<file path="config.mk">
export PLATFORM = sky130hd
export DESIGN_NAME = fetch_unit
export DESIGN_NICKNAME = d
export VERILOG_FILES = /design/src/pic_pkg.sv /design/src/fetch_unit.sv
export SDC_FILE = /design/constraint.sdc
export NUM_CORES = 1
export LEC_CHECK = 0
export BUFFER_PORTS_ARGS = -buffer_cell sky130_fd_sc_hd__buf_2
export CELL_PAD_IN_SITES_DETAIL_PLACEMENT = 0
export CELL_PAD_IN_SITES_GLOBAL_PLACEMENT = 1
export CORE_UTILIZATION = 37
export DETAILED_ROUTE_END_ITERATION = 16
export PLACE_DENSITY = 0.85
export SYNTH_ARGS = -nofsm -noshare
export SYNTH_HDL_FRONTEND = slang
export SYNTH_SLANG_ARGS = --single-unit
</file>
<file path="constraint.sdc">
create_clock -name clk -period 2.3 [get_ports clk]
set_input_delay 0.115 -clock clk [delete_from_list [all_inputs] [get_ports clk]]
set_output_delay 0.115 -clock clk [all_outputs]
set_load 0.05 [all_outputs]
</file>
<file path="src/pic_pkg.sv">
package pic_pkg;

    localparam int pc_width        = 11;
    localparam int instr_width     = 14;
    localparam int data_width      = 8;
    localparam int file_addr_width = 7;

    // output ports live in the file space
    localparam logic [file_addr_width-1:0] port_b_addr = 7'h0d;
    localparam logic [file_addr_width-1:0] port_c_addr = 7'h0e;

    // start-up fetch, then the three-cycle loop
    typedef enum logic [2:0] {
        fetch_clear,
        fetch_addr,
        fetch_wait,
        fetch_load,
        execute,
        redirect,
        prefetch
    } cycle_t;

    // sub is operand minus w
    typedef enum logic [3:0] {
        alu_add, alu_sub, alu_and, alu_or, alu_xor,
        alu_pass, alu_inc, alu_dec, alu_zero, alu_invert,
        alu_asr, alu_lsl, alu_lsr, alu_rl, alu_rr, alu_swap
    } alu_op_t;

    typedef enum logic [1:0] {
        pc_inc,
        pc_jump,
        pc_stack
    } pc_sel_t;

    typedef enum logic [1:0] {
        opnd_literal,
        opnd_file,
        opnd_bit_clear,
        opnd_bit_set
    } operand_sel_t;

endpackage
</file>
<file path="src/fetch_unit.sv">
module fetch_unit (
    input  logic                            clk,
    input  logic                            reset,
    input  logic                            pc_load,
    input  pic_pkg::pc_sel_t                pc_sel,
    input  logic                            mar_load,
    input  logic                            ir_load,
    input  logic                            ir_clear,
    input  logic [pic_pkg::pc_width-1:0]    stack_top,
    input  logic [pic_pkg::instr_width-1:0] rom_data,
    output logic [pic_pkg::pc_width-1:0]    pc,
    output logic [pic_pkg::pc_width-1:0]    mar,
    output logic [pic_pkg::instr_width-1:0] ir
);
    import pic_pkg::*;

    logic [pc_width-1:0] pc_next;

    always_comb begin
        unique case (pc_sel)
            pc_jump:  pc_next = ir[pc_width-1:0];
            pc_stack: pc_next = stack_top;
            default:  pc_next = pc + 1'b1;
        endcase
    end

    always_ff @(posedge clk) begin
        if (reset) begin
            pc  <= '0;
            mar <= '0;
        end else begin
            if (pc_load) begin
                pc <= pc_next;
            end
            if (mar_load) begin
                mar <= pc;
            end
        end
    end

    // a cleared word decodes as nop
    always_ff @(posedge clk) begin
        if (reset || ir_clear) begin
            ir <= '0;
        end else if (ir_load) begin
            ir <= rom_data;
        end
    end

endmodule

</file>
==> results.json, run 1 <==
{
  "grt_usage_pct": 18.3,
  "gp_congestion": 0.844,
  "crit_slowest_cell": "dfxtp_1",
  "post_dp_cell_area_um2": 2000,
  "hold_class": "primary input to register",
  "worst_ep_arrival_time_ns": 1.74,
  "grt_first_pass_wirelength_mm": 6.34,
  "r2r_end": "pc[10]$_SDFFE_PP0P_",
  "fin_skew_ns": 0.00582,
  "dp_hpwl_mm": 2.88,
  "max_slew_margin_pct": 72.1,
  "crit_start": "pc[0]$_SDFFE_PP0P_",
  "crit_chain": "ha_1, nand3_1, or4_1, a31oi_1",
  "tightest_slew_ns": 0.418,
  "post_cts_buffers": 0,
  "crit_family": "simple AND/OR/NAND/NOR gates",
  "ys_seq_area_share_pct": 43.9,
  "required_ns": 2.51,
  "synthAdderAreaFrac_pct": 2.29,
  "drt_pass1_iterations": 4,
  "cts_resized": 0,
  "pwr_density_cell_nw_per_um2": 673,
  "antenna_cells": 0,
  "vias": 1528,
  "clkTransAtPathRegs_ns": 0.07,
  "cap_violations": 0,
  "ir_worst_vdd_v": 0.000366,
  "finalWirelength_mm": 3.86,
  "syn_inst": 179,
  "startpoint_type": "register",
  "cts_root_buffer": "clkbuf_8",
  "die-height_um": 68.6,
  "cts_buffer_depth": 2,
  "path_buf_inv": 0,
  "path_depth": 4,
  "final_antenna_net_count": 0,
  "finalCriticalPeriod_ns": 1.53,
  "num-fill-cells": 408,
  "overflow": 0,
  "layout_commonest_cell": "buf_2",
  "synth_seq_cells": 36,
  "fp.dieArea_um2": 4710,
  "setup_viol_count_final": 0,
  "rsz0062_at_grt": "no",
  "cts_tree": "yes",
  "synth_xor_area_share_pct": 0.534,
  "status": "finished, final reports clean",
  "finalHoldViolCount": 0,
  "avgViaCountPerCell": 5.20,
  "timing.final.crit_share_pct": 66.5,
  "synthSimpleGateAreaFrac_pct": 16.1,
  "r2r_cells": 4,
  "postSynthNetCount": 215,
  "synth_compound_area_share_pct": 17.9,
  "synth_top_family_by_area": "compound AO/OA/AOI/OAI gates",
  "finish.utilization_pct": 50.8,
  "grt_max_degree": 24,
  "final_nets": 279,
  "cp_max_fo": 8,
  "endpoint_kind": "register",
  "place_inst": 286,
  "critical-path-max-stage-delay_ns": 0.47,
  "final_area_um2": 2090,
  "rows": 23,
  "postSynthAreaPerCell_um2": 9.17,
  "final_cells": 294,
  "cts-hold-fix-buffers": 0,
  "routedWlPerCell_um": 13.1,
  "worstSkewPairLatency_ns": 0.28,
  "drc": 0,
  "cts_buffers": 5,
  "initial_core_util_pct": 39.9,
  "finalPower_w": 0.00141,
  "critical_path_class": "register to register",
  "tns_ns": 0,
  "first_iter_violations": 45,
  "leakage_nw": 0.996,
  "area_growth_pct": 27.4,
  "r2r_slack_ns": 0.77,
  "synthMuxAreaShare_pct": 15.2,
  "reg2reg_from": "pc[0]$_SDFFE_PP0P_",
  "grt_antenna_before_repair": 0,
  "layout-drive-gt1-share_pct": 33.6,
  "clock.fmax_mhz": 654,
  "die_w_um": 68.6,
  "syn_area_um2": 1640,
  "core_area_um2": 4120,
  "ys_types": 39,
  "yosys_warnings": 0,
  "io_pins": 69,
  "cp-endpoint": "pc[10]$_SDFFE_PP0P_",
  "final-max-slew-violation-count": 0,
  "grt_pass1_vias": 1376,
  "port_buffers": 68,
  "final_cell_mix": "buf_2 (68), dfxtp_1 (36), nor2_1 (35)",
  "h-tree-depth": 2,
  "clock_sinks": 36
}
==> area by class of cell <==
type	instances	area, um^2	area share [%]
clock buffers	8	90.1	4.31
inverters	4	15.0	0.718
multi-input cells	127	855	40.9
flip-flops and latches	36	721	34.5
well taps	50	62.6	2.99
repair buffers	69	348	16.6
==> sequential cells by signal (all words and copies together), names as in the netlist <==
signal,count
ir,14
mar,11
pc,11
==> worst min-delay path by stage <==
stage                 start             endpoint  slack [ns]  cells after the start
3_3_place_gp    rom_data[8]   ir[8]$_SDFFE_PP0P_        0.35                      3
2_1_floorplan         reset   pc[9]$_SDFFE_PP0P_        0.18                      1
6_report       rom_data[13]  ir[13]$_SDFFE_PP0P_        0.06                      3
4_1_cts        rom_data[11]  ir[11]$_SDFFE_PP0P_        0.06                      3
3_5_place_dp   rom_data[13]  ir[13]$_SDFFE_PP0P_        0.36                      3
5_1_grt         rom_data[1]   ir[1]$_SDFFE_PP0P_        0.06                      3
==> cells in the mapped netlist <==
library cell  instances  share of area, %
a2111oi_1             1              0.61
a2111oi_2             1              0.91
a211oi_1              2              0.91
a21o_1                1              0.46
a21oi_1               6               1.8
a221o_1               1              0.61
a221oi_1              6               3.2
a22o_1                1              0.53
a22oi_1               6               2.7
a311oi_1              1              0.53
a31oi_1               2              0.76
and3_1                1              0.38
and3_2                1              0.46
buf_2                 5               1.5
clkbuf_1              7               1.6
dfxtp_1              36                44
ha_1                  3               2.3
inv_1                 3              0.69
inv_2                 1              0.23
mux2i_1              25                15
nand2_1               7               1.6
nand2b_1              2              0.76
nand3_1               4               1.2
nand3_2               1              0.61
nand4_1               1              0.38
nor2_1               35               8.0
nor2_2                1              0.38
nor2b_1               1              0.38
nor3_1                1              0.30
nor4_2                1              0.76
o211ai_1              1              0.46
o21ai_0               5               1.5
o22ai_1               2              0.76
o31a_1                1              0.53
o31ai_1               1              0.46
o32ai_1               2               1.1
or2_2                 1              0.38
or4_1                 1              0.46
xnor2_1               1              0.53
==> power breakdown <==
part	switching [W]	internal, W	total, W	leakage, nW
Sequential	0.0000287	0.000649	0.000678	0.293
Combinational	0.000182	0.0000925	0.000274	0.658
Clock	0.000211	0.000244	0.000456	0.0455
Total	0.000422	0.000986	0.00141	0.996
==> worst reg2reg max path, delay by kind of cell (launching register included) <==
kind | cells | cell delay, ns
AND/OR/NAND/NOR | 2 | 0.52
flip-flops | 1 | 0.47
AO/OA/AOI/OAI | 1 | 0.16
adder cells (fa/ha/maj) | 1 | 0.30
==> metal layers <==
| metal | track usage, % | wire [um] | vias up |
|---|---|---|---|
| met5 | 0 | 0 | - |
| met4 | 6.25 | 21 | 0 |
| met3 | 6.74 | 286 | 2 |
| met2 | 27.8 | 1650 | 62 |
| met1 | 23.6 | 1900 | 684 |
| li1 | - | - | 780 |
==> stage by stage <==
step | hold slack (ns) | setup slack, ns
global placement | 0.347 | 0.715
finish | 0.0625 | 0.771
detailed placement | 0.358 | 0.674
CTS | 0.0569 | 0.766
global route | 0.0624 | 0.579
floorplan | 0.184 | 0.535
==> cell families after synthesis <==
logic type                 Yosys count
muxes                               25
and+or+nand+nor                     58
AOI/OAI and AO/OA                   40
adders and majority gates            3
buffers and inverters               16
xor gates and xnor gates             1
DFF                                 36
Power figures use the tool's default switching activity.
==> run 2, diff against run 1 <==
--- a/config.mk
+++ b/config.mk
@@ -5,12 +5,13 @@
 export SDC_FILE = /design/constraint.sdc
 export NUM_CORES = 1
 export LEC_CHECK = 0
+export ABC_AREA = 1
 export BUFFER_PORTS_ARGS = -buffer_cell sky130_fd_sc_hd__buf_2
 export CELL_PAD_IN_SITES_DETAIL_PLACEMENT = 0
 export CELL_PAD_IN_SITES_GLOBAL_PLACEMENT = 1
-export CORE_UTILIZATION = 37
+export CORE_UTILIZATION = 33
 export DETAILED_ROUTE_END_ITERATION = 16
-export PLACE_DENSITY = 0.85
+export PLACE_DENSITY = 0.8
 export SYNTH_ARGS = -nofsm -noshare
 export SYNTH_HDL_FRONTEND = slang
 export SYNTH_SLANG_ARGS = --single-unit
==> constraint.sdc (replaced) <==
create_clock -name clk -period 1.5 [get_ports clk]
set_input_delay 0.075 -clock clk [delete_from_list [all_inputs] [get_ports clk]]
set_output_delay 0.075 -clock clk [all_outputs]
set_load 0.05 [all_outputs]
==> results.json, run 2 <==
{
  "layout_commonest_cell": "nand2_1",
  "final_antenna_net_count": 0,
  "synth_common_cells": "nand2_1 (73), dfxtp_1 (36), a21oi_1 (34), o21ai_0 (25), inv_1 (18)",
  "cts_root_buffer": "clkbuf_8",
  "antenna_cells": 0,
  "finalWirelength_mm": 4.60,
  "top_register": "ir",
  "fp.dieArea_um2": 5570,
  "grt_first_pass_wirelength_mm": 7.13,
  "first_iter_violations": 97,
  "grt_usage_pct": 17.1,
  "largest_reg_flops": 14,
  "finalCriticalPeriod_ns": 1.27,
  "final_cells": 384,
  "required_ns": 1.68,
  "core_area_um2": 5110,
  "critical_path_class": "register to register",
  "yosys_most_used_dff": "dfxtp_1",
  "ir_worst_vdd_v": 0.000380,
  "cap_violations": 0,
  "async_flop_share_pct": 0,
  "h-tree-depth": 2,
  "postSynthNetCount": 286,
  "pwr_density_cell_nw_per_um2": 1040,
  "cts_tree": "yes",
  "worstSkewPairLatency_ns": 0.29,
  "biggestRegsByFlops": "ir (14), mar (11), pc (11)",
  "critical-path-max-stage-delay_ns": 0.39,
  "io_pins": 69,
  "max_slew_margin_pct": 64.2,
  "synth_area_leader_cell": "dfxtp_1",
  "num-fill-cells": 558,
  "ys_types": 22,
  "finalHoldViolCount": 0,
  "path_buf_inv": 0,
  "tns_ns": 0,
  "synth_area_leaders": "dfxtp_1 (41%), nand2_1 (16%), a21oi_1 (9.8%)",
  "grt_antenna_before_repair": 0,
  "synth_xor_area_share_pct": 0.503,
  "leakage_nw": 1.04,
  "cts_resized": 0,
  "synth.top_cell.area_share_pct": 41.4,
  "worst_ep_arrival_time_ns": 1.45,
  "pre_cts_ws_ns": 0.204,
  "dp_hpwl_mm": 3.42,
  "setup_viol_count_final": 0,
  "clock_sinks": 36,
  "avgViaCountPerCell": 4.63,
  "yosys_warnings": 0,
  "die_w_um": 74.7,
  "synth_seq_cells": 36,
  "port_buffers": 68,
  "startpoint_type": "register",
  "clkTransAtPathRegs_ns": 0.07,
  "crit_family": "simple AND/OR/NAND/NOR gates",
  "grt_pass1_vias": 1523,
  "endpoint_kind": "register",
  "die-height_um": 74.7,
  "cts_buffers": 5,
  "layout-drive-gt1-share_pct": 29.6,
  "rsz0062_at_grt": "no",
  "grt_max_degree": 22,
  "post_cts_buffers": 0,
  "synthMuxAreaShare_pct": 0,
  "final-max-slew-violation-count": 0,
  "hold_class": "primary input to register",
  "syn_area_um2": 1740,
  "final_nets": 350,
  "crit_top_cell": "nand2_1",
  "cts_buffer_depth": 2,
  "overflow": 0,
  "fin_skew_ns": 0.00850,
  "drc": 0,
  "rows": 26,
  "cp_max_fo": 6,
  "clock.fmax_mhz": 790,
  "gp_congestion": 0.721,
  "synth_top_family_by_area": "simple AND/OR/NAND/NOR gates",
  "crit_slowest_cell": "dfxtp_2",
  "drt_pass1_iterations": 4,
  "routedWlPerCell_um": 12.0,
  "timing.final.crit_share_pct": 84.4,
  "initial_core_util_pct": 34.1,
  "yosysMostFrequentCell": "nand2_1",
  "synthAdderAreaFrac_pct": 2.16,
  "hold_slack_ns": 0.0243,
  "syn_inst": 250,
  "synthSimpleGateAreaFrac_pct": 27.3,
  "cts-hold-fix-buffers": 1,
  "tightest_slew_ns": 0.537,
  "postSynthAreaPerCell_um2": 6.97,
  "status": "finished, final reports clean",
  "synth_edf_count": 0,
  "synth_compound_area_share_pct": 20.5,
  "final_cell_mix": "nand2_1 (73), buf_2 (68), a21oi_1 (34), dfxtp_1 (34), o21ai_0 (25)",
  "place_inst": 376,
  "fin_ws_ns": 0.235,
  "area_growth_pct": 27.4,
  "vias": 1778,
  "crit_chain": "ha_1, nand2_2, nor2_4, nand3_1, nand2_1, nand2_1, nand2_1, nor2_1",
  "ys_seq_area_share_pct": 41.4
}
-- run 2: changes by cell type after synthesis, sizes merged, moves of 9 or more --
cell,delta
a21oi,+32
inv,+15
mux2i,-25
nand2,+67
nand3,+9
nor2,-15
o21ai,+21
-- run 2: final timing paths --
path | startpoint | end | slack (ns) | cells past startpoint
setup / recovery | pc[1]$_SDFFE_PP0P_ | pc[6]$_SDFFE_PP0P_ | 0.23 | 8
hold / removal | rom_data[13] | ir[13]$_SDFFE_PP0P_ | 0.02 | 3
setup reg to reg | pc[1]$_SDFFE_PP0P_ | pc[6]$_SDFFE_PP0P_ | 0.23 | 8
hold reg to reg | ir[12]$_SDFFE_PP0P_ | ir[12]$_SDFFE_PP0P_ | 0.46 | 2
-- run 2: area by class of cell --
type / instances / area (um^2) / share of cell area, %
Inverter: 20 / 75.1 / 3.38
Timing Repair Buffer: 70 / 358 / 16.1
Clock buffer: 7 / 96.3 / 4.34
Tap cell: 70 / 87.6 / 3.95
Multi-Input combinational cell: 181 / 880 / 39.6
Sequential cell: 36 / 723 / 32.6
-- run 2: report_power, final --
part           switching (W)  internal [W]  leakage (nW)
logic               0.000365      0.000138         0.694
registers          0.0000498       0.00101         0.297
clock network       0.000346      0.000409        0.0503
total               0.000761       0.00156          1.04
-- run 2: cell families (layout without fill, tap and decap cells) --
| kind of cell | count (synthesis) | count (layout) |
|---|---|---|
| AND/OR/NAND/NOR | 110 | 110 |
| AO/OA/AOI/OAI | 67 | 67 |
| XOR/XNOR | 1 | 1 |
| adder cells (fa/ha/maj) | 3 | 3 |
| flip-flops | 36 | 36 |
| buffers and inverters | 33 | 97 |
-- run 2: routing by layer --
| layer | vias to the layer above | global-route usage [%] | wire (um) |
|---|---|---|---|
| li1 | 941 | - | - |
| met1 | 799 | 22.7 | 2230 |
| met2 | 32 | 26.5 | 2140 |
| met3 | 6 | 4.69 | 155 |
| met4 | 0 | 6.29 | 73 |
| met5 | - | 0 | 0 |
-- run 2: worst reg2reg max path, stage by stage, from the launching register on --
cell and delay [ns]:
dfxtp_2 0.39, ha_1 0.20, nand2_2 0.10, nor2_4 0.18, nand3_1 0.08, nand2_1 0.07, nand2_1 0.05, nand2_1 0.06
nor2_1 0.04
-- run 2: through the flow --
step | utilization (%) | cell area (um^2) | power, W
global route | 43.5 | 2220 | 0.00243
CTS | 43.5 | 2220 | 0.00235
global placement | 41.4 | 2110 | 0.00158
floorplan | - | 1740 | 0.00145
finish | 43.5 | 2220 | 0.00232
detailed placement | 41.4 | 2110 | 0.00159
